`config.mk`:
```
export PLATFORM = sky130hd
export DESIGN_NAME = ifu
export DESIGN_NICKNAME = d
export VERILOG_FILES = /design/src/verilog/ifu_pkg.sv /design/src/verilog/ifu.sv /design/src/verilog/ifu_ifetch.sv /design/src/verilog/ifu_axi_master.sv /design/src/verilog/ifu_pc_gen.sv /design/src/verilog/ifu_bpu.sv
export SDC_FILE = /design/constraint.sdc
export NUM_CORES = 1
export LEC_CHECK = 0
export BUFFER_PORTS_ARGS = -buffer_cell sky130_fd_sc_hd__clkbuf_2
export CORE_MARGIN = 2
export CORE_UTILIZATION = 50
export DETAILED_ROUTE_END_ITERATION = 10
export GPL_TIMING_DRIVEN = 0
export PLACE_DENSITY = 0.79
export SYNTH_ARGS = -nofsm -noshare
export SYNTH_HDL_FRONTEND = slang
export SYNTH_SLANG_ARGS = --single-unit
```
`constraint.sdc`:
```
create_clock -name clk -period 6.7 [get_ports clk]
set_input_delay 1.34 -clock clk [delete_from_list [all_inputs] [get_ports clk]]
set_output_delay 1.34 -clock clk [all_outputs]
set_load 0.01 [all_outputs]
```
`src/verilog/ifu_pkg.sv`:
```
// ======================================================================
// instruction fetch unit package
// widths, reset pc, opcodes, control bus bits and axi read structs
// ======================================================================
`default_nettype none

package ifu_pkg;

    localparam int INST_ADDR_WIDTH = 32;  // fetch address width
    localparam int INST_DATA_WIDTH = 32;  // instruction word width
    localparam int CU_BUS_WIDTH    = 2;   // stall / flush bus
    localparam int OPC_WIDTH       = 7;   // rv32 major opcode
    localparam int AXI_RESP_WIDTH  = 2;

    typedef logic [INST_ADDR_WIDTH-1:0] inst_addr_t;
    typedef logic [INST_DATA_WIDTH-1:0] inst_data_t;
    typedef logic [CU_BUS_WIDTH-1:0]    ctrl_bus_t;
    typedef logic [OPC_WIDTH-1:0]       opcode_t;
    typedef logic [AXI_RESP_WIDTH-1:0]  axi_resp_t;

    localparam int CU_STALL = 0;  // hold the if stage
    localparam int CU_FLUSH = 1;  // clear the if/id register

    localparam inst_addr_t RESET_PC  = 32'h0000_0000;
    localparam inst_addr_t INST_STEP = 32'd4;  // no compressed insts

    localparam opcode_t OPC_BRANCH = 7'b1100011;  // b-type
    localparam opcode_t OPC_JAL    = 7'b1101111;  // j-type

    localparam axi_resp_t AXI_RESP_OKAY = 2'b00;

    // read address channel, constant fields left to the slave
    typedef struct packed {
        inst_addr_t araddr;
    } axi_ar_t;

    // read data channel
    typedef struct packed {
        inst_data_t rdata;
        axi_resp_t  rresp;
    } axi_r_t;

endpackage

`default_nettype wire
```
`src/verilog/ifu.sv`:
```
// ======================================================================
// instruction fetch unit top level
// pc generator, axi read master and if/id stage
// ======================================================================
`timescale 1ns/1ps
`default_nettype none

module ifu import ifu_pkg::*; (
    input  logic       clk,
    input  logic       arst_n_i,

    // control unit
    input  logic       jump_flag_i,        // redirect
    input  inst_addr_t jump_addr_i,
    input  ctrl_bus_t  stall_flag_i,       // stall / flush bits

    // to decode
    output inst_data_t inst_o,
    output inst_addr_t inst_addr_o,
    output logic       inst_valid_o,
    output logic       branch_taken_o,
    output logic       read_resp_error_o,

    // axi read channels
    output axi_ar_t    ar_o,
    output logic       arvalid_o,
    input  logic       arready_i,
    input  axi_r_t     r_i,
    input  logic       rvalid_i,
    output logic       rready_o
);

    logic       stall;
    logic       flush;
    inst_addr_t pc;           // next fetch address
    inst_data_t resp_data;
    inst_addr_t resp_addr;
    logic       resp_valid;
    logic       resp_error;
    logic       fetch_done;
    logic       pred_taken;
    inst_addr_t pred_target;

    assign stall = stall_flag_i[CU_STALL];
    assign flush = stall_flag_i[CU_FLUSH];

    ifu_pc_gen u_pc_gen (
        .clk          (clk),
        .arst_n_i     (arst_n_i),
        .jump_flag_i  (jump_flag_i),
        .jump_addr_i  (jump_addr_i),
        .pred_taken_i (pred_taken),
        .pred_target_i(pred_target),
        .fetch_done_i (fetch_done),
        .pc_o         (pc)
    );

    ifu_axi_master u_axi_master (
        .clk         (clk),
        .arst_n_i    (arst_n_i),
        .stall_i     (stall),
        .jump_flag_i (jump_flag_i),
        .pc_i        (pc),
        .ar_o        (ar_o),
        .arvalid_o   (arvalid_o),
        .arready_i   (arready_i),
        .r_i         (r_i),
        .rvalid_i    (rvalid_i),
        .rready_o    (rready_o),
        .resp_data_o (resp_data),
        .resp_addr_o (resp_addr),
        .resp_valid_o(resp_valid),
        .resp_error_o(resp_error),
        .fetch_done_o(fetch_done)
    );

    ifu_ifetch u_ifetch (
        .clk              (clk),
        .arst_n_i         (arst_n_i),
        .stall_i          (stall),
        .flush_i          (flush),
        .resp_data_i      (resp_data),
        .resp_addr_i      (resp_addr),
        .resp_valid_i     (resp_valid),
        .resp_error_i     (resp_error),
        .pred_taken_o     (pred_taken),
        .pred_target_o    (pred_target),
        .inst_o           (inst_o),
        .inst_addr_o      (inst_addr_o),
        .inst_valid_o     (inst_valid_o),
        .branch_taken_o   (branch_taken_o),
        .read_resp_error_o(read_resp_error_o)
    );

endmodule

`default_nettype wire

```
`src/verilog/ifu_ifetch.sv`:
```
// ======================================================================
// if/id pipeline register with stall and flush
// holds the static predictor on the response path
// ======================================================================
`timescale 1ns/1ps
`default_nettype none

module ifu_ifetch import ifu_pkg::*; (
    input  logic       clk,
    input  logic       arst_n_i,

    input  logic       stall_i,            // hold everything
    input  logic       flush_i,            // drop valid flags, wins over stall

    // response from the axi master
    input  inst_data_t resp_data_i,
    input  inst_addr_t resp_addr_i,
    input  logic       resp_valid_i,
    input  logic       resp_error_i,

    // prediction, same cycle as the response
    output logic       pred_taken_o,
    output inst_addr_t pred_target_o,

    // to decode
    output inst_data_t inst_o,
    output inst_addr_t inst_addr_o,
    output logic       inst_valid_o,
    output logic       branch_taken_o,
    output logic       read_resp_error_o
);

    inst_data_t inst_q;
    inst_addr_t inst_addr_q;
    logic       valid_q;
    logic       taken_q;
    logic       error_q;
    logic       load;

    ifu_bpu u_bpu (
        .inst_i     (resp_data_i),
        .inst_addr_i(resp_addr_i),
        .valid_i    (resp_valid_i),   // no prediction on errors
        .taken_o    (pred_taken_o),
        .target_o   (pred_target_o)
    );

    assign load = resp_valid_i && !stall_i && !flush_i;

    always_ff @(posedge clk or negedge arst_n_i) begin
        if (!arst_n_i) begin
            valid_q <= 1'b0;
            taken_q <= 1'b0;
            error_q <= 1'b0;
        end else if (flush_i) begin
            valid_q <= 1'b0;
            taken_q <= 1'b0;
            error_q <= 1'b0;
        end else if (!stall_i) begin
            valid_q <= resp_valid_i;                  // one cycle per inst
            taken_q <= resp_valid_i && pred_taken_o;
            error_q <= resp_error_i;                  // single cycle flag
        end
    end

    // payload only moves with a new instruction
    always_ff @(posedge clk) begin
        if (load) begin
            inst_q      <= resp_data_i;
            inst_addr_q <= resp_addr_i;
        end
    end

    assign inst_o            = inst_q;
    assign inst_addr_o       = inst_addr_q;
    assign inst_valid_o      = valid_q;
    assign branch_taken_o    = taken_q;
    assign read_resp_error_o = error_q;

endmodule

`default_nettype wire

```
`src/verilog/ifu_axi_master.sv`:
```
// ======================================================================
// single outstanding axi4 read master for instruction fetch
// discards responses overtaken by a redirect, flags slave errors
// ======================================================================
`timescale 1ns/1ps
`default_nettype none

module ifu_axi_master import ifu_pkg::*; (
    input  logic       clk,
    input  logic       arst_n_i,

    input  logic       stall_i,       // if stage held
    input  logic       jump_flag_i,   // redirect, old path is dead
    input  inst_addr_t pc_i,          // address to fetch next

    // axi read address channel
    output axi_ar_t    ar_o,
    output logic       arvalid_o,
    input  logic       arready_i,

    // axi read data channel
    input  axi_r_t     r_i,
    input  logic       rvalid_i,
    output logic       rready_o,

    // towards the fetch stage
    output inst_data_t resp_data_o,
    output inst_addr_t resp_addr_o,
    output logic       resp_valid_o,  // good, live instruction
    output logic       resp_error_o,  // slave answered with an error
    output logic       fetch_done_o   // pc may advance
);

    typedef enum logic [1:0] {
        ST_IDLE,  // nothing in flight
        ST_ADDR,  // ar presented, waiting for arready
        ST_DATA   // ar accepted, waiting for r
    } state_e;

    state_e     state_q;
    state_e     state_d;
    inst_addr_t addr_q;       // address of the read in flight
    logic       discard_q;    // redirect seen while busy
    logic       discard;
    logic       start;
    logic       r_hs;
    logic       resp_ok;

    assign start   = (state_q == ST_IDLE) && !stall_i && !jump_flag_i;
    assign r_hs    = rvalid_i && rready_o;
    assign discard = discard_q || jump_flag_i;  // redirect on the r edge too
    assign resp_ok = (r_i.rresp == AXI_RESP_OKAY);

    always_comb begin
        state_d = state_q;
        case (state_q)
            ST_IDLE: begin
                if (start) begin
                    state_d = ST_ADDR;
                end
            end
            ST_ADDR: begin
                if (arready_i) begin
                    state_d = ST_DATA;  // ar handshake
                end
            end
            ST_DATA: begin
                if (r_hs) begin
                    state_d = ST_IDLE;
                end
            end
            default: state_d = ST_IDLE;
        endcase
    end

    always_ff @(posedge clk or negedge arst_n_i) begin
        if (!arst_n_i) begin
            state_q   <= ST_IDLE;
            discard_q <= 1'b0;
        end else begin
            state_q <= state_d;
            if ((state_q == ST_DATA) && r_hs) begin
                discard_q <= 1'b0;  // stale response drained
            end else if (jump_flag_i && (state_q != ST_IDLE)) begin
                discard_q <= 1'b1;  // ar cannot be withdrawn
            end
        end
    end

    // address held stable for the whole request
    always_ff @(posedge clk) begin
        if (start) begin
            addr_q <= pc_i;
        end
    end

    assign ar_o.araddr = addr_q;
    assign arvalid_o   = (state_q == ST_ADDR);
    assign rready_o    = (state_q == ST_DATA) && !stall_i;  // response waits at slave

    assign resp_data_o  = r_i.rdata;
    assign resp_addr_o  = addr_q;
    assign resp_valid_o = r_hs && !discard && resp_ok;
    assign resp_error_o = r_hs && !discard && !resp_ok;
    assign fetch_done_o = r_hs && !discard;  // error still advances pc

endmodule

`default_nettype wire

```
`src/verilog/ifu_pc_gen.sv`:
```
// ======================================================================
// fetch pc register
// redirect, predicted target or sequential step per fetch
// ======================================================================
`timescale 1ns/1ps
`default_nettype none

module ifu_pc_gen import ifu_pkg::*; (
    input  logic       clk,
    input  logic       arst_n_i,

    input  logic       jump_flag_i,    // redirect from control unit
    input  inst_addr_t jump_addr_i,    // redirect target

    input  logic       pred_taken_i,   // bpu says taken
    input  inst_addr_t pred_target_i,  // bpu target
    input  logic       fetch_done_i,   // response consumed, not discarded

    output inst_addr_t pc_o            // next address to request
);

    inst_addr_t pc_q;
    inst_addr_t pc_d;
    inst_addr_t pc_seq;

    assign pc_seq = pc_q + INST_STEP;  // plain sequential fetch

    // redirect beats prediction, prediction beats +4
    always_comb begin
        pc_d = pc_q;  // hold by default
        if (jump_flag_i) begin
            pc_d = jump_addr_i;
        end else if (fetch_done_i) begin
            if (pred_taken_i) begin
                pc_d = pred_target_i;  // backward branch or jal
            end else begin
                pc_d = pc_seq;  // also taken on a read error
            end
        end
    end

    always_ff @(posedge clk or negedge arst_n_i) begin
        if (!arst_n_i) begin
            pc_q <= RESET_PC;
        end else begin
            pc_q <= pc_d;
        end
    end

    assign pc_o = pc_q;

endmodule

`default_nettype wire

```
`src/verilog/ifu_bpu.sv`:
```
// ======================================================================
// static branch predictor
// backward conditional branches and jal predicted taken
// ======================================================================
`timescale 1ns/1ps
`default_nettype none

module ifu_bpu import ifu_pkg::*; (
    input  inst_data_t inst_i,       // fetched word
    input  inst_addr_t inst_addr_i,  // its address
    input  logic       valid_i,      // word is a real instruction
    output logic       taken_o,
    output inst_addr_t target_o
);

    opcode_t    opcode;
    logic       is_branch;
    logic       is_jal;
    inst_addr_t b_imm;
    inst_addr_t j_imm;

    assign opcode    = inst_i[6:0];
    assign is_branch = (opcode == OPC_BRANCH);
    assign is_jal    = (opcode == OPC_JAL);

    // b-type imm[12|10:5|4:1|11], bit 0 implied zero
    assign b_imm = {{19{inst_i[31]}}, inst_i[31], inst_i[7],
                    inst_i[30:25], inst_i[11:8], 1'b0};

    // j-type imm[20|10:1|11|19:12]
    assign j_imm = {{11{inst_i[31]}}, inst_i[31], inst_i[19:12],
                    inst_i[20], inst_i[30:21], 1'b0};

    // sign bit set means backward, loop-closing branch
    assign taken_o = valid_i && (is_jal || (is_branch && inst_i[31]));

    assign target_o = inst_addr_i + (is_jal ? j_imm : b_imm);  // pc relative

endmodule

`default_nettype wire

```
==> flow_metrics.env, run 1 <==
export IMPL_crit_type="primary input to flop"
export IMPL_skew_ns=0.008564
export IMPL_regArea_um2=3834
export IMPL_die_y_um=125.2
export IMPL_drc=0
export IMPL_synth_area_um2=7342
export IMPL_multi_input_area_um2=3317
export IMPL_worst_slew_pin_slew_ns=1.054
export IMPL_start_kind="primary input"
export IMPL_dpl_worst_slack_ns=1.094
export IMPL_routabilityCongestion=0.9083
export IMPL_dpl_hpwl_um=15120
export IMPL_n_fill_cell=1181
export IMPL_synth_top_area_frac=0.3926
export IMPL_swShare=0.2797
export IMPL_wirelength_um=20290
export IMPL_cts_htree_levels=4
export IMPL_synth_main_ff_cell="edfxtp_1"
export IMPL_p_seq_frac=0.407
export IMPL_ys_warn_count=0
export IMPL_finalHoldViolCount=0
export IMPL_p_leak_uw=0.003812
export IMPL_reg2reg_from="u_axi_master.ar_o[1]"
export IMPL_peakVddDrop_mv=0.1769
export IMPL_drive_above_1_share=0.2729
export IMPL_antenna_found_initial=0
export IMPL_cpMaxStageDelayCell="o31ai_1"
export IMPL_post_drt_wl_per_cell_um=19.02
export IMPL_portBuffers=172
export IMPL_wl_met1_um=8757
export IMPL_setup_viol_count_final=0
export IMPL_arrival_ns=5.51
export IMPL_synth_cells=672
export IMPL_async_reset_ff_frac=0.2836
export IMPL_viasPerCell=6.032
export IMPL_grt_total_usage=0.2596
export IMPL_core_rowCount=44
export IMPL_yosys_area_top_type="edfxtp_1"
export IMPL_post_route_util=0.6365
export IMPL_postRouteAntennaNets=0
export IMPL_cap_viol_max_count=0
export IMPL_nets=978
export IMPL_die_area_um2=15670
export IMPL_synth_top_cells_by_area="edfxtp_1 39%, dfrtp_1 13%, ha_1 5.8%"
export IMPL_diodes=0
export IMPL_drt_iter0_markers=651
export IMPL_worstSkewPairLatency_ns=0.43
export IMPL_ys_ff_latch=134
export IMPL_holdCritPathClass="flop to flop"
export IMPL_chipWidth_um=125.2
export IMPL_fin_crit_ns=5.211
export IMPL_maxSlewHeadroom=0.2970
export IMPL_yosysUniqueCellTypes=73
export IMPL_top_layer="met4"
export IMPL_postCtsHoldBufs=0
export IMPL_initial_core_util=0.5090
export IMPL_crit_chain="clkbuf_2 -> nor2b_1 -> nand4_1 -> nor2_1 -> clkbuf_1 -> mux2_2 -> fa_1 -> a21o_2 -> a221o_2 -> o221ai_2 -> o211ai_1 -> o31ai_1 -> xnor2_1 -> o22ai_1"
export IMPL_intPower_uw=1806
export IMPL_numCtsBuffers=17
export IMPL_grt_overflow=0
export IMPL_avgSynthCellArea_um2=10.93
export IMPL_hp_start="u_pc_gen.pc_o[1]"
export IMPL_vias=6436
export IMPL_max_freq_mhz=191.9
export IMPL_timing_final_ws_setup_ns=1.489
export IMPL_power_density_nw_per_um2=273.0
export IMPL_max_clock_path_buffers=2
export IMPL_critPathMaxStageDelay_ns=0.45
export IMPL_grt_max_degree=39
export IMPL_cts_clk_slew_worst_paths_ns=0.06
export IMPL_grt_first_pass_wirelength_um=31810
export IMPL_pwr_share_comb=0.188
export IMPL_post_cts_buffers=0
export IMPL_ys_seq_area_frac=0.5222
export IMPL_post_cts_resized=0
export IMPL_status="finished clean"
export IMPL_core_area_um2=14420
export IMPL_grt_setup_unrepaired="no"
export IMPL_ioPinCount=174
export IMPL_p_sw_uw=701.2
export IMPL_startpoint="r_i[8]"
export IMPL_grt_pass1_vias=6034
export IMPL_synth_edf_count=96
export IMPL_syn_num_nets=780
export IMPL_areaGrowthSynthToFinish_pct=25.05
export IMPL_dr_pass1_iters=6
export IMPL_dr_wl_met2_um=9355
export IMPL_fin_crit_sh=0.7777
export IMPL_worstPathRequired_ns=7.00
export IMPL_clockPowerShare=0.405
export IMPL_worstSetupEndpointType="flop"
export IMPL_cts_tree="done"
export IMPL_slew_viol_final=0
export IMPL_numClockSinks=134
export IMPL_routed_wl_met3_um=1633
export IMPL_cts_root_buf="clkbuf_16"
export IMPL_crit_fanout=10
[metal layers]
metal,vias to the layer above,GRT usage
met2,322,0.4070
li1,2996,-
met1,3073,0.3578
met4,0,0.09542
met3,45,0.05691
met5,-,0
[area by class of cell]
type,count,share of cell area
tap,184,0.02507
clock inverter,13,0.02208
buffer,29,0.01703
clock buffer,19,0.04715
multi-input combinational,495,0.3613
timing repair buffer,179,0.1041
inverter,14,0.005724
sequential,134,0.4176
[power groups by stage]
stage          registers (uW)  logic (uW)  clock network, uW
4_1_cts                  1020         466               1020
3_3_place_gp             1040         443                  0
2_1_floorplan            1030         300                  0
5_1_grt                  1030         520               1060
6_report                 1020         472               1010
3_5_place_dp             1030         461                  0
[state kept, by name, summed over array words and instances, names as in the netlist]
name	cells
u_ifetch.branch_taken_o	1
u_ifetch.inst_addr_o	32
u_pc_gen.pc_o	32
u_ifetch.inst_o	32
u_axi_master.state_q	2
u_axi_master.ar_o	32
u_ifetch.read_resp_error_o	1
u_ifetch.inst_valid_o	1
u_axi_master.discard_q	1
[placed cells by master, fill, tap and decap left out, types with 5 or more instances in the layout]
cell type,n
o22ai_1,8
clkbuf_2,172
ha_1,34
mux2i_1,6
edfxtp_1,96
buf_6,6
or3_1,7
nand2_1,59
nor3_1,12
a211oi_1,16
a21o_1,20
a21oi_1,56
o21bai_1,5
and3_1,12
nand2b_1,7
nand3_1,20
xor2_1,7
nor2_1,43
nor2b_1,8
clkbuf_1,21
dfrtp_1,38
a31oi_1,7
o211ai_1,6
xnor2_1,20
mux2_2,8
nand4_1,17
clkbuf_16,17
o21ai_0,41
inv_1,14
bufinv_16,5
o221ai_1,5
[Yosys cell counts, drive strengths merged, types with 9 or more instances]
cell type	count
a211oi	16
a21o	22
a21oi	57
and3	13
buf	9
clkbuf	20
dfrtp	38
edfxtp	96
ha	34
inv	14
nand2	59
nand3	20
nand4	18
nor2	44
nor3	15
o21ai	42
xnor2	20
[worst paths after layout]
check / end / slack, ns / cells after the start
max reg2reg: u_pc_gen.pc_o[31] / 3.54 / 9
max: u_pc_gen.pc_o[31] / 1.49 / 14
min reg2reg: u_axi_master.ar_o[1] / 0.46 / 0
min: u_axi_master.ar_o[1] / 0.46 / 0
max in group asynchronous: u_pc_gen.pc_o[20] / 4.95 / 1
min in group asynchronous: u_pc_gen.pc_o[0] / 1.09 / 1
[cell families (layout without fill, tap and decap cells)]
logic type,after synthesis,count (layout),synth area share
AOI/OAI and AO/OA,209,209,0.1888
xor gates and xnor gates,27,27,0.03221
adders and majority gates,35,35,0.06067
buffers and inverters,43,254,0.02846
DFF,134,134,0.5222
muxes,14,14,0.02045
and+or+nand+nor,210,210,0.1472
[per-stage QoR]
stage | total power (uW) | cells | instance area (um2) | hold slack, ns | TNS (ns)
after floorplan | 1329 | 672 | 7347 | 0.4247 | 0
after global placement | 1479 | 1028 | 8438 | 0.4270 | -34.34
after detailed placement | 1496 | 1035 | 8546 | 0.4367 | 0
after CTS | 2507 | 1067 | 9181 | 0.4514 | 0
after global routing | 2608 | 1067 | 9181 | 0.4647 | 0
final | 2507 | 1067 | 9181 | 0.4584 | 0
[critical path, delay by kind of cell]
family          cells  cell delay (ns)
xor+xnor            1             0.19
compound gates      6             1.77
buf+inv             2             0.53
simple gates        3             0.80
fa+ha+maj           1             0.43
mux                 1             0.44
Power figures use the tool's default switching activity.
==> run 2: changes to the inputs <==
- ABC_AREA: unset -> 1
- PLACE_DENSITY: 0.79 -> 0.78
- clock period: 6.7 -> 5 ns (I/O delays scaled with it)
==> run 2 against run 1 <==
Compared with the run above: sequential cell count did not move; synthesized cell count increased by 61%; hold slack worse by 0.0055 ns; synthesized area rose by 13%; count of clock-buffer cells in the layout down 1; global-route usage increased by 0.89 points; register-to-register slack lost 0.96 ns; design area is 10% higher; worst setup slack gained 0.011 ns; clock power is 27% higher; first-iteration DRC count is 4.1% higher; critical path type unchanged; largest power group unchanged.
==> flow_metrics.env, run 2 <==
export IMPL_diodes=0
export IMPL_die_area_um2=17610
export IMPL_die_y_um=132.7
export IMPL_cap_viol_max_count=0
export IMPL_grt_setup_unrepaired="no"
export IMPL_drc=0
export IMPL_cpMaxStageDelayCell="clkbuf_1"
export IMPL_skew_ns=0.01181
export IMPL_max_freq_mhz=285.8
export IMPL_synth_fa_ha_area_frac=0.05378
export IMPL_clockPowerShare=0.378
export IMPL_numCtsBuffers=17
export IMPL_grt_max_degree=39
export IMPL_postRouteAntennaNets=0
export IMPL_ioPinCount=174
export IMPL_fin_crit_ns=3.500
export IMPL_layout_commonest_cell="nand2_1"
export IMPL_arrival_ns=3.82
export IMPL_synth_cells=1082
export IMPL_routabilityCongestion=0.9666
export IMPL_finalHoldViolCount=0
export IMPL_core_area_um2=16410
export IMPL_grt_pass1_vias=7066
export IMPL_multi_input_area_um2=3722
export IMPL_ys_seq_area_frac=0.4629
export IMPL_cts_tree="done"
export IMPL_holdCritPathClass="flop to flop"
export IMPL_regArea_um2=3834
export IMPL_worstPathRequired_ns=5.32
export IMPL_synth_xor_xnor_area_share=0.02644
export IMPL_max_clock_path_buffers=2
export IMPL_drt_iter0_markers=678
export IMPL_instances_no_fill=1511
export IMPL_worstSkewPairLatency_ns=0.43
export IMPL_fin_crit_sh=0.6999
export IMPL_synthTopCellsByCount="387 x nand2_1, 163 x inv_1, 98 x nor2_1, 96 x edfxtp_1, 58 x nand3_1"
export IMPL_syn_num_nets=1190
export IMPL_dp_cells=1479
export IMPL_areaGrowthSynthToFinish_pct=22.42
export IMPL_synth_top_area_frac=0.3481
export IMPL_wirelength_um=23230
export IMPL_numClockSinks=134
export IMPL_yosys_area_top_type="edfxtp_1"
export IMPL_portBuffers=172
export IMPL_worstSetupEndpointType="flop"
export IMPL_synth_top_family_by_area="simple AND/OR/NAND/NOR gates"
export IMPL_p_leak_uw=0.005090
export IMPL_whs_ns=0.4529
export IMPL_start_kind="primary input"
export IMPL_synth_top_cells_by_area="edfxtp_1 35%, nand2_1 18%, dfrtp_1 11%"
export IMPL_p_sw_uw=1087
export IMPL_avgSynthCellArea_um2=7.654
export IMPL_path_delay_family="simple AND/OR/NAND/NOR gates"
export IMPL_crit_type="primary input to flop"
export IMPL_post_cts_buffers=0
export IMPL_vias=7753
export IMPL_ys_ff_latch=134
export IMPL_synth_compound_area_frac=0.06542
export IMPL_grt_overflow=0
export IMPL_nets=1386
export IMPL_cts_htree_levels=4
export IMPL_setup_viol_count_final=0
export IMPL_maxSlewHeadroom=0.3223
export IMPL_slew_viol_final=0
export IMPL_muxShareOfSynthArea=0.006799
export IMPL_postCtsHoldBufs=0
export IMPL_dpl_hpwl_um=18170
export IMPL_worst_slew_pin_slew_ns=1.016
export IMPL_power_density_nw_per_um2=333.6
export IMPL_initial_core_util=0.5048
export IMPL_antenna_found_initial=0
export IMPL_critPathMaxStageDelay_ns=0.35
export IMPL_post_cts_resized=0
export IMPL_chipWidth_um=132.7
export IMPL_core_rowCount=47
export IMPL_synth_area_um2=8282
export IMPL_viasPerCell=5.131
export IMPL_synth_main_ff_cell="edfxtp_1"
export IMPL_final_cell_mix="387 x nand2_1, 172 x clkbuf_2, 163 x inv_1"
export IMPL_crit_chain="clkbuf_2 -> nand2_1 -> inv_1 -> nand4_2 -> clkbuf_1 -> nand2_1 -> o21ai_0 -> inv_1 -> ha_1 -> nand2_1 -> inv_1 -> nand2_1 -> inv_1 -> a21oi_1 -> nand2_1 -> or2_2 -> nand3_1 -> nand3_1 -> nand2_1 -> nand2_1"
export IMPL_crit_top_cell="nand2_1"
export IMPL_p_seq_frac=0.413
export IMPL_worst_path_buf_inv=6
export IMPL_async_reset_ff_frac=0.2836
export IMPL_cts_clk_slew_worst_paths_ns=0.06
export IMPL_intPower_uw=2296
export IMPL_crit_fanout=10
export IMPL_post_drt_wl_per_cell_um=15.37
export IMPL_n_fill_cell=1449
export IMPL_yosysMostFrequentCell="nand2_1"
export IMPL_yosysUniqueCellTypes=38
export IMPL_pwr_share_comb=0.209
export IMPL_ys_warn_count=0
export IMPL_peakVddDrop_mv=0.2469
export IMPL_synth_edf_count=96
export IMPL_grt_total_usage=0.2685
export IMPL_status="finished clean"
export IMPL_swShare=0.3214
export IMPL_synth_simple_gate_area_frac=0.2951
export IMPL_cts_root_buf="clkbuf_16"
export IMPL_drive_above_1_share=0.1936
export IMPL_grt_first_pass_wirelength_um=36460
export IMPL_dr_pass1_iters=5
==> run 2: changes by cell type in the layout (fill, tap and decap cells not counted), sizes merged, moves of 9 or more <==
cell / before / now
xor2: 7 / 16
nand4: 18 / 9
xnor2: 20 / 9
nand2: 59 / 389
nor2: 44 / 101
a211oi: 16 / 0
o21ai: 42 / 51
and3: 13 / 0
inv: 16 / 172
a21oi: 57 / 36
clkbuf: 211 / 195
a21o: 22 / 2
nand3: 20 / 61
==> run 2: area by class of cell <==
class | count | area share
timing repair buffer | 177 | 0.09527
sequential | 134 | 0.3781
clock buffer | 18 | 0.04233
clock inverter | 14 | 0.01678
tap | 220 | 0.02715
buffer | 20 | 0.01098
inverter | 168 | 0.06220
multi-input combinational | 760 | 0.3671
==> run 2: power groups by stage <==
stage / clock, uW / combinational [uW] / sequential (uW)
after floorplan: 0 / 469 / 1390
after global placement: 0 / 671 / 1420
after detailed placement: 0 / 694 / 1420
after CTS: 1280 / 702 / 1390
after global routing: 1330 / 803 / 1410
final: 1280 / 709 / 1400
==> run 2: kinds of logic after synthesis <==
| group | after synthesis |
|---|---|
| mux | 5 |
| compound gates | 101 |
| fa+ha+maj | 35 |
| xor+xnor | 25 |
| flops | 134 |
| buf+inv | 188 |
| simple gates | 594 |
==> run 2: metal layers <==
| layer | track usage | share of wire |
|---|---|---|
| met1 | 0.3737 | 0.44 |
| met3 | 0.03640 | 0.067 |
| met5 | 0 | 0 |
| met2 | 0.4344 | 0.47 |
| met4 | 0.09319 | 0.022 |
==> run 2: final timing paths <==
check,startpoint,end,slack [ns],depth (start not counted)
min,u_pc_gen.pc_o[1],u_axi_master.ar_o[1],0.45,0
min reg2reg,u_pc_gen.pc_o[1],u_axi_master.ar_o[1],0.45,0
min in group asynchronous,arst_n_i,u_pc_gen.pc_o[0],0.73,1
max,r_i[2],u_pc_gen.pc_o[16],1.50,20
max reg2reg,u_axi_master.ar_o[6],u_pc_gen.pc_o[16],2.58,12
max in group asynchronous,arst_n_i,u_pc_gen.pc_o[19],3.63,1
==> run 2: worst register-to-register path: stages, from the launching register on <==
cell      delay (ns)
edfxtp_1        0.50
ha_1            0.40
nand2_1         0.17
inv_1           0.09
a21oi_1         0.17
nand2_1         0.12
nand2_1         0.08
nand2_1         0.10
or2_2           0.29
nand3_1         0.16
nand3_1         0.11
nand2_1         0.09
nand2_1         0.05
==> run 2: stage by stage <==
stage / total power, uW / setup WS [ns] / TNS (ns) / util / instance area, um2
after floorplan: 1863 / 0.6638 / 0 / - / 8287
after global placement: 2088 / -0.6059 / -46.36 / 0.5743 / 9423
after detailed placement: 2110 / 1.102 / 0 / 0.5814 / 9539
after CTS: 3375 / 1.535 / 0 / 0.6179 / 10140
after global routing: 3539 / 1.165 / 0 / 0.6179 / 10140
final: 3383 / 1.500 / 0 / 0.6179 / 10140
==> run 3: changes to the inputs <==
- PLACE_DENSITY: 0.78 -> 0.81
- clock period: 5 -> 3 ns (I/O delays scaled with it)
==> run 3 against run 2 <==
Compared with the run above: sequential cell count unchanged; final cell count stayed put; sequential power grew 66%; clock power rose by 61%; wire length increased by 0.29%; hold slack got worse by 0.13 ns; register-to-register slack lost 1.9 ns; count of clock-buffer cells in the layout down 1; via count down 0.67%; global-route usage is essentially flat; largest cell class unchanged.
==> flow_metrics.env, run 3 (same netlist as run 2, synthesis figures left out) <==
export IMPL_post_drt_wl_per_cell_um=15.42
export IMPL_fin_crit_sh=0.9544
export IMPL_nets=1386
export IMPL_crit_fanout=10
export IMPL_skew_ns=0.01644
export IMPL_max_clock_path_buffers=2
export IMPL_max_freq_mhz=349.2
export IMPL_grt_setup_unrepaired="no"
export IMPL_critPathMaxStageDelay_ns=0.35
export IMPL_total_power_uw=5593
export IMPL_core_area_um2=16410
export IMPL_postRouteAntennaNets=0
export IMPL_wirelength_um=23290
export IMPL_n_fill_cell=1450
export IMPL_drt_iter0_markers=622
export IMPL_dpl_hpwl_um=18340
export IMPL_vias=7701
export IMPL_grt_first_pass_wirelength_um=36370
export IMPL_crit_type="primary input to flop"
export IMPL_p_leak_uw=0.005100
export IMPL_numClockSinks=134
export IMPL_drive_above_1_share=0.1960
export IMPL_maxSlewHeadroom=0.3238
export IMPL_grt_pass1_vias=7194
export IMPL_core_rowCount=47
export IMPL_final_cell_mix="386 x nand2_1, 172 x clkbuf_2, 163 x inv_1"
export IMPL_post_cts_buffers=0
export IMPL_portBuffers=172
export IMPL_start_kind="primary input"
export IMPL_grt_total_usage=0.2686
export IMPL_holdCritPathClass="primary input to async pin"
export IMPL_cts_htree_levels=4
export IMPL_worstPathRequired_ns=3.31
export IMPL_status="finished clean"
export IMPL_die_area_um2=17610
export IMPL_cts_tree="done"
export IMPL_areaGrowthSynthToFinish_pct=22.78
export IMPL_setup_viol_count_final=0
export IMPL_r2r_end="u_pc_gen.pc_o[15]"
export IMPL_slew_viol_final=0
export IMPL_crit_top_cell="nand3_1"
export IMPL_post_route_util=0.6198
export IMPL_power_density_nw_per_um2=550.0
export IMPL_r2r_cells=11
export IMPL_crit_chain="clkbuf_2 -> nand2_1 -> nor2_2 -> nand4_4 -> buf_4 -> mux2_2 -> ha_1 -> nand3_1 -> nand3_1 -> nand3_1 -> nand3_1 -> or2_2 -> nand3_1 -> nand3_1 -> nand2_1 -> o21ai_0"
export IMPL_drc=0
export IMPL_fin_crit_ns=2.863
export IMPL_initial_core_util=0.5048
export IMPL_routabilityCongestion=1.012
export IMPL_grt_overflow=0
export IMPL_antenna_found_initial=0
export IMPL_worstSetupEndpointType="flop"
export IMPL_viasPerCell=5.097
export IMPL_r2r_slack_ns=0.67
export IMPL_layout_commonest_cell="nand2_1"
export IMPL_peakVddDrop_mv=0.4254
export IMPL_grt_max_degree=39
export IMPL_cpMaxStageDelayCell="or2_2"
export IMPL_cts_root_buf="clkbuf_16"
export IMPL_reg2reg_from="u_axi_master.ar_o[1]"
export IMPL_finalHoldViolCount=0
export IMPL_numCtsBuffers=17
export IMPL_die_y_um=132.7
export IMPL_cts_clk_slew_worst_paths_ns=0.07
export IMPL_worstSkewPairLatency_ns=0.43
export IMPL_postCtsHoldBufs=0
export IMPL_arrival_ns=3.17
export IMPL_diodes=0
export IMPL_cap_viol_max_count=0
export IMPL_ioPinCount=174
export IMPL_dr_pass1_iters=5
export IMPL_worst_slew_pin_slew_ns=1.014
export IMPL_chipWidth_um=132.7
[run 3: changes by cell type in the layout (fill, tap and decap cells not counted), sizes merged]
cell | before | now
clkbuf | 195 | 193
buf | 20 | 21
clkinv | 7 | 6
inv | 172 | 175
bufinv | 2 | 1
[run 3: routing by layer]
layer	part of all wire	track usage	routed length [um]	vias to the layer above
met2	0.47	0.4393	10890	327
met5	0	0	0	-
met1	0.44	0.3555	10190	3491
li1	-	-	-	3844
met3	0.068	0.04943	1576	39
met4	0.027	0.1057	638	0
[run 3: layout make-up]
class | instances | area, um2 | area share
Buffer | 20 | 115.1 | 0.01132
Clock buffer | 17 | 425.4 | 0.04184
Clock inverter | 15 | 162.7 | 0.01600
Inverter | 168 | 630.6 | 0.06202
Multi-Input combinational cell | 760 | 3740 | 0.3678
Sequential cell | 134 | 3834 | 0.3770
Tap cell | 220 | 275.3 | 0.02707
Timing Repair Buffer | 177 | 985.9 | 0.09696
[run 3: timing repair]
action	in CTS	in global routing
setup endpoints to repair	3	15
pin swaps	0	0
gates resized for setup	1	5
[run 3: worst max-delay path by stage]
stage | from | end | cells after the start
global placement | stall_flag_i[0] | u_ifetch.inst_addr_o[20] | 6
detailed placement | r_i[2] | u_pc_gen.pc_o[12] | 16
finish | r_i[8] | u_pc_gen.pc_o[12] | 16
floorplan | jump_flag_i | u_ifetch.inst_addr_o[0] | 4
global route | r_i[7] | u_pc_gen.pc_o[15] | 19
CTS | r_i[7] | u_pc_gen.pc_o[12] | 16
[run 3: power by group]
group          switching (uW)  internal (uW)  leakage (uW)
sequential                177           2150       0.00135
clock                     886           1180      0.000287
combinational             765            439       0.00347
[run 3: per-stage QoR]
step	area (um2)	cells	hold slack (ns)	setup slack, ns	setup TNS [ns]
finish	10170	1511	0.3272	0.1367	0
global route	10170	1511	0.3418	0.004166	0
CTS	10150	1511	0.3442	0.09128	0
detailed placement	9565	1479	0.4417	-0.4525	-8.260
global placement	9434	1474	0.4289	-0.8067	-70.90
floorplan	8298	1082	0.3044	0.01593	0
[run 3: critical path: cells and delay by family]
family	cells	cell delay, ns
compound gates	1	0.08
fa+ha+maj	1	0.30
buf+inv	2	0.30
mux	1	0.32
simple gates	11	1.56
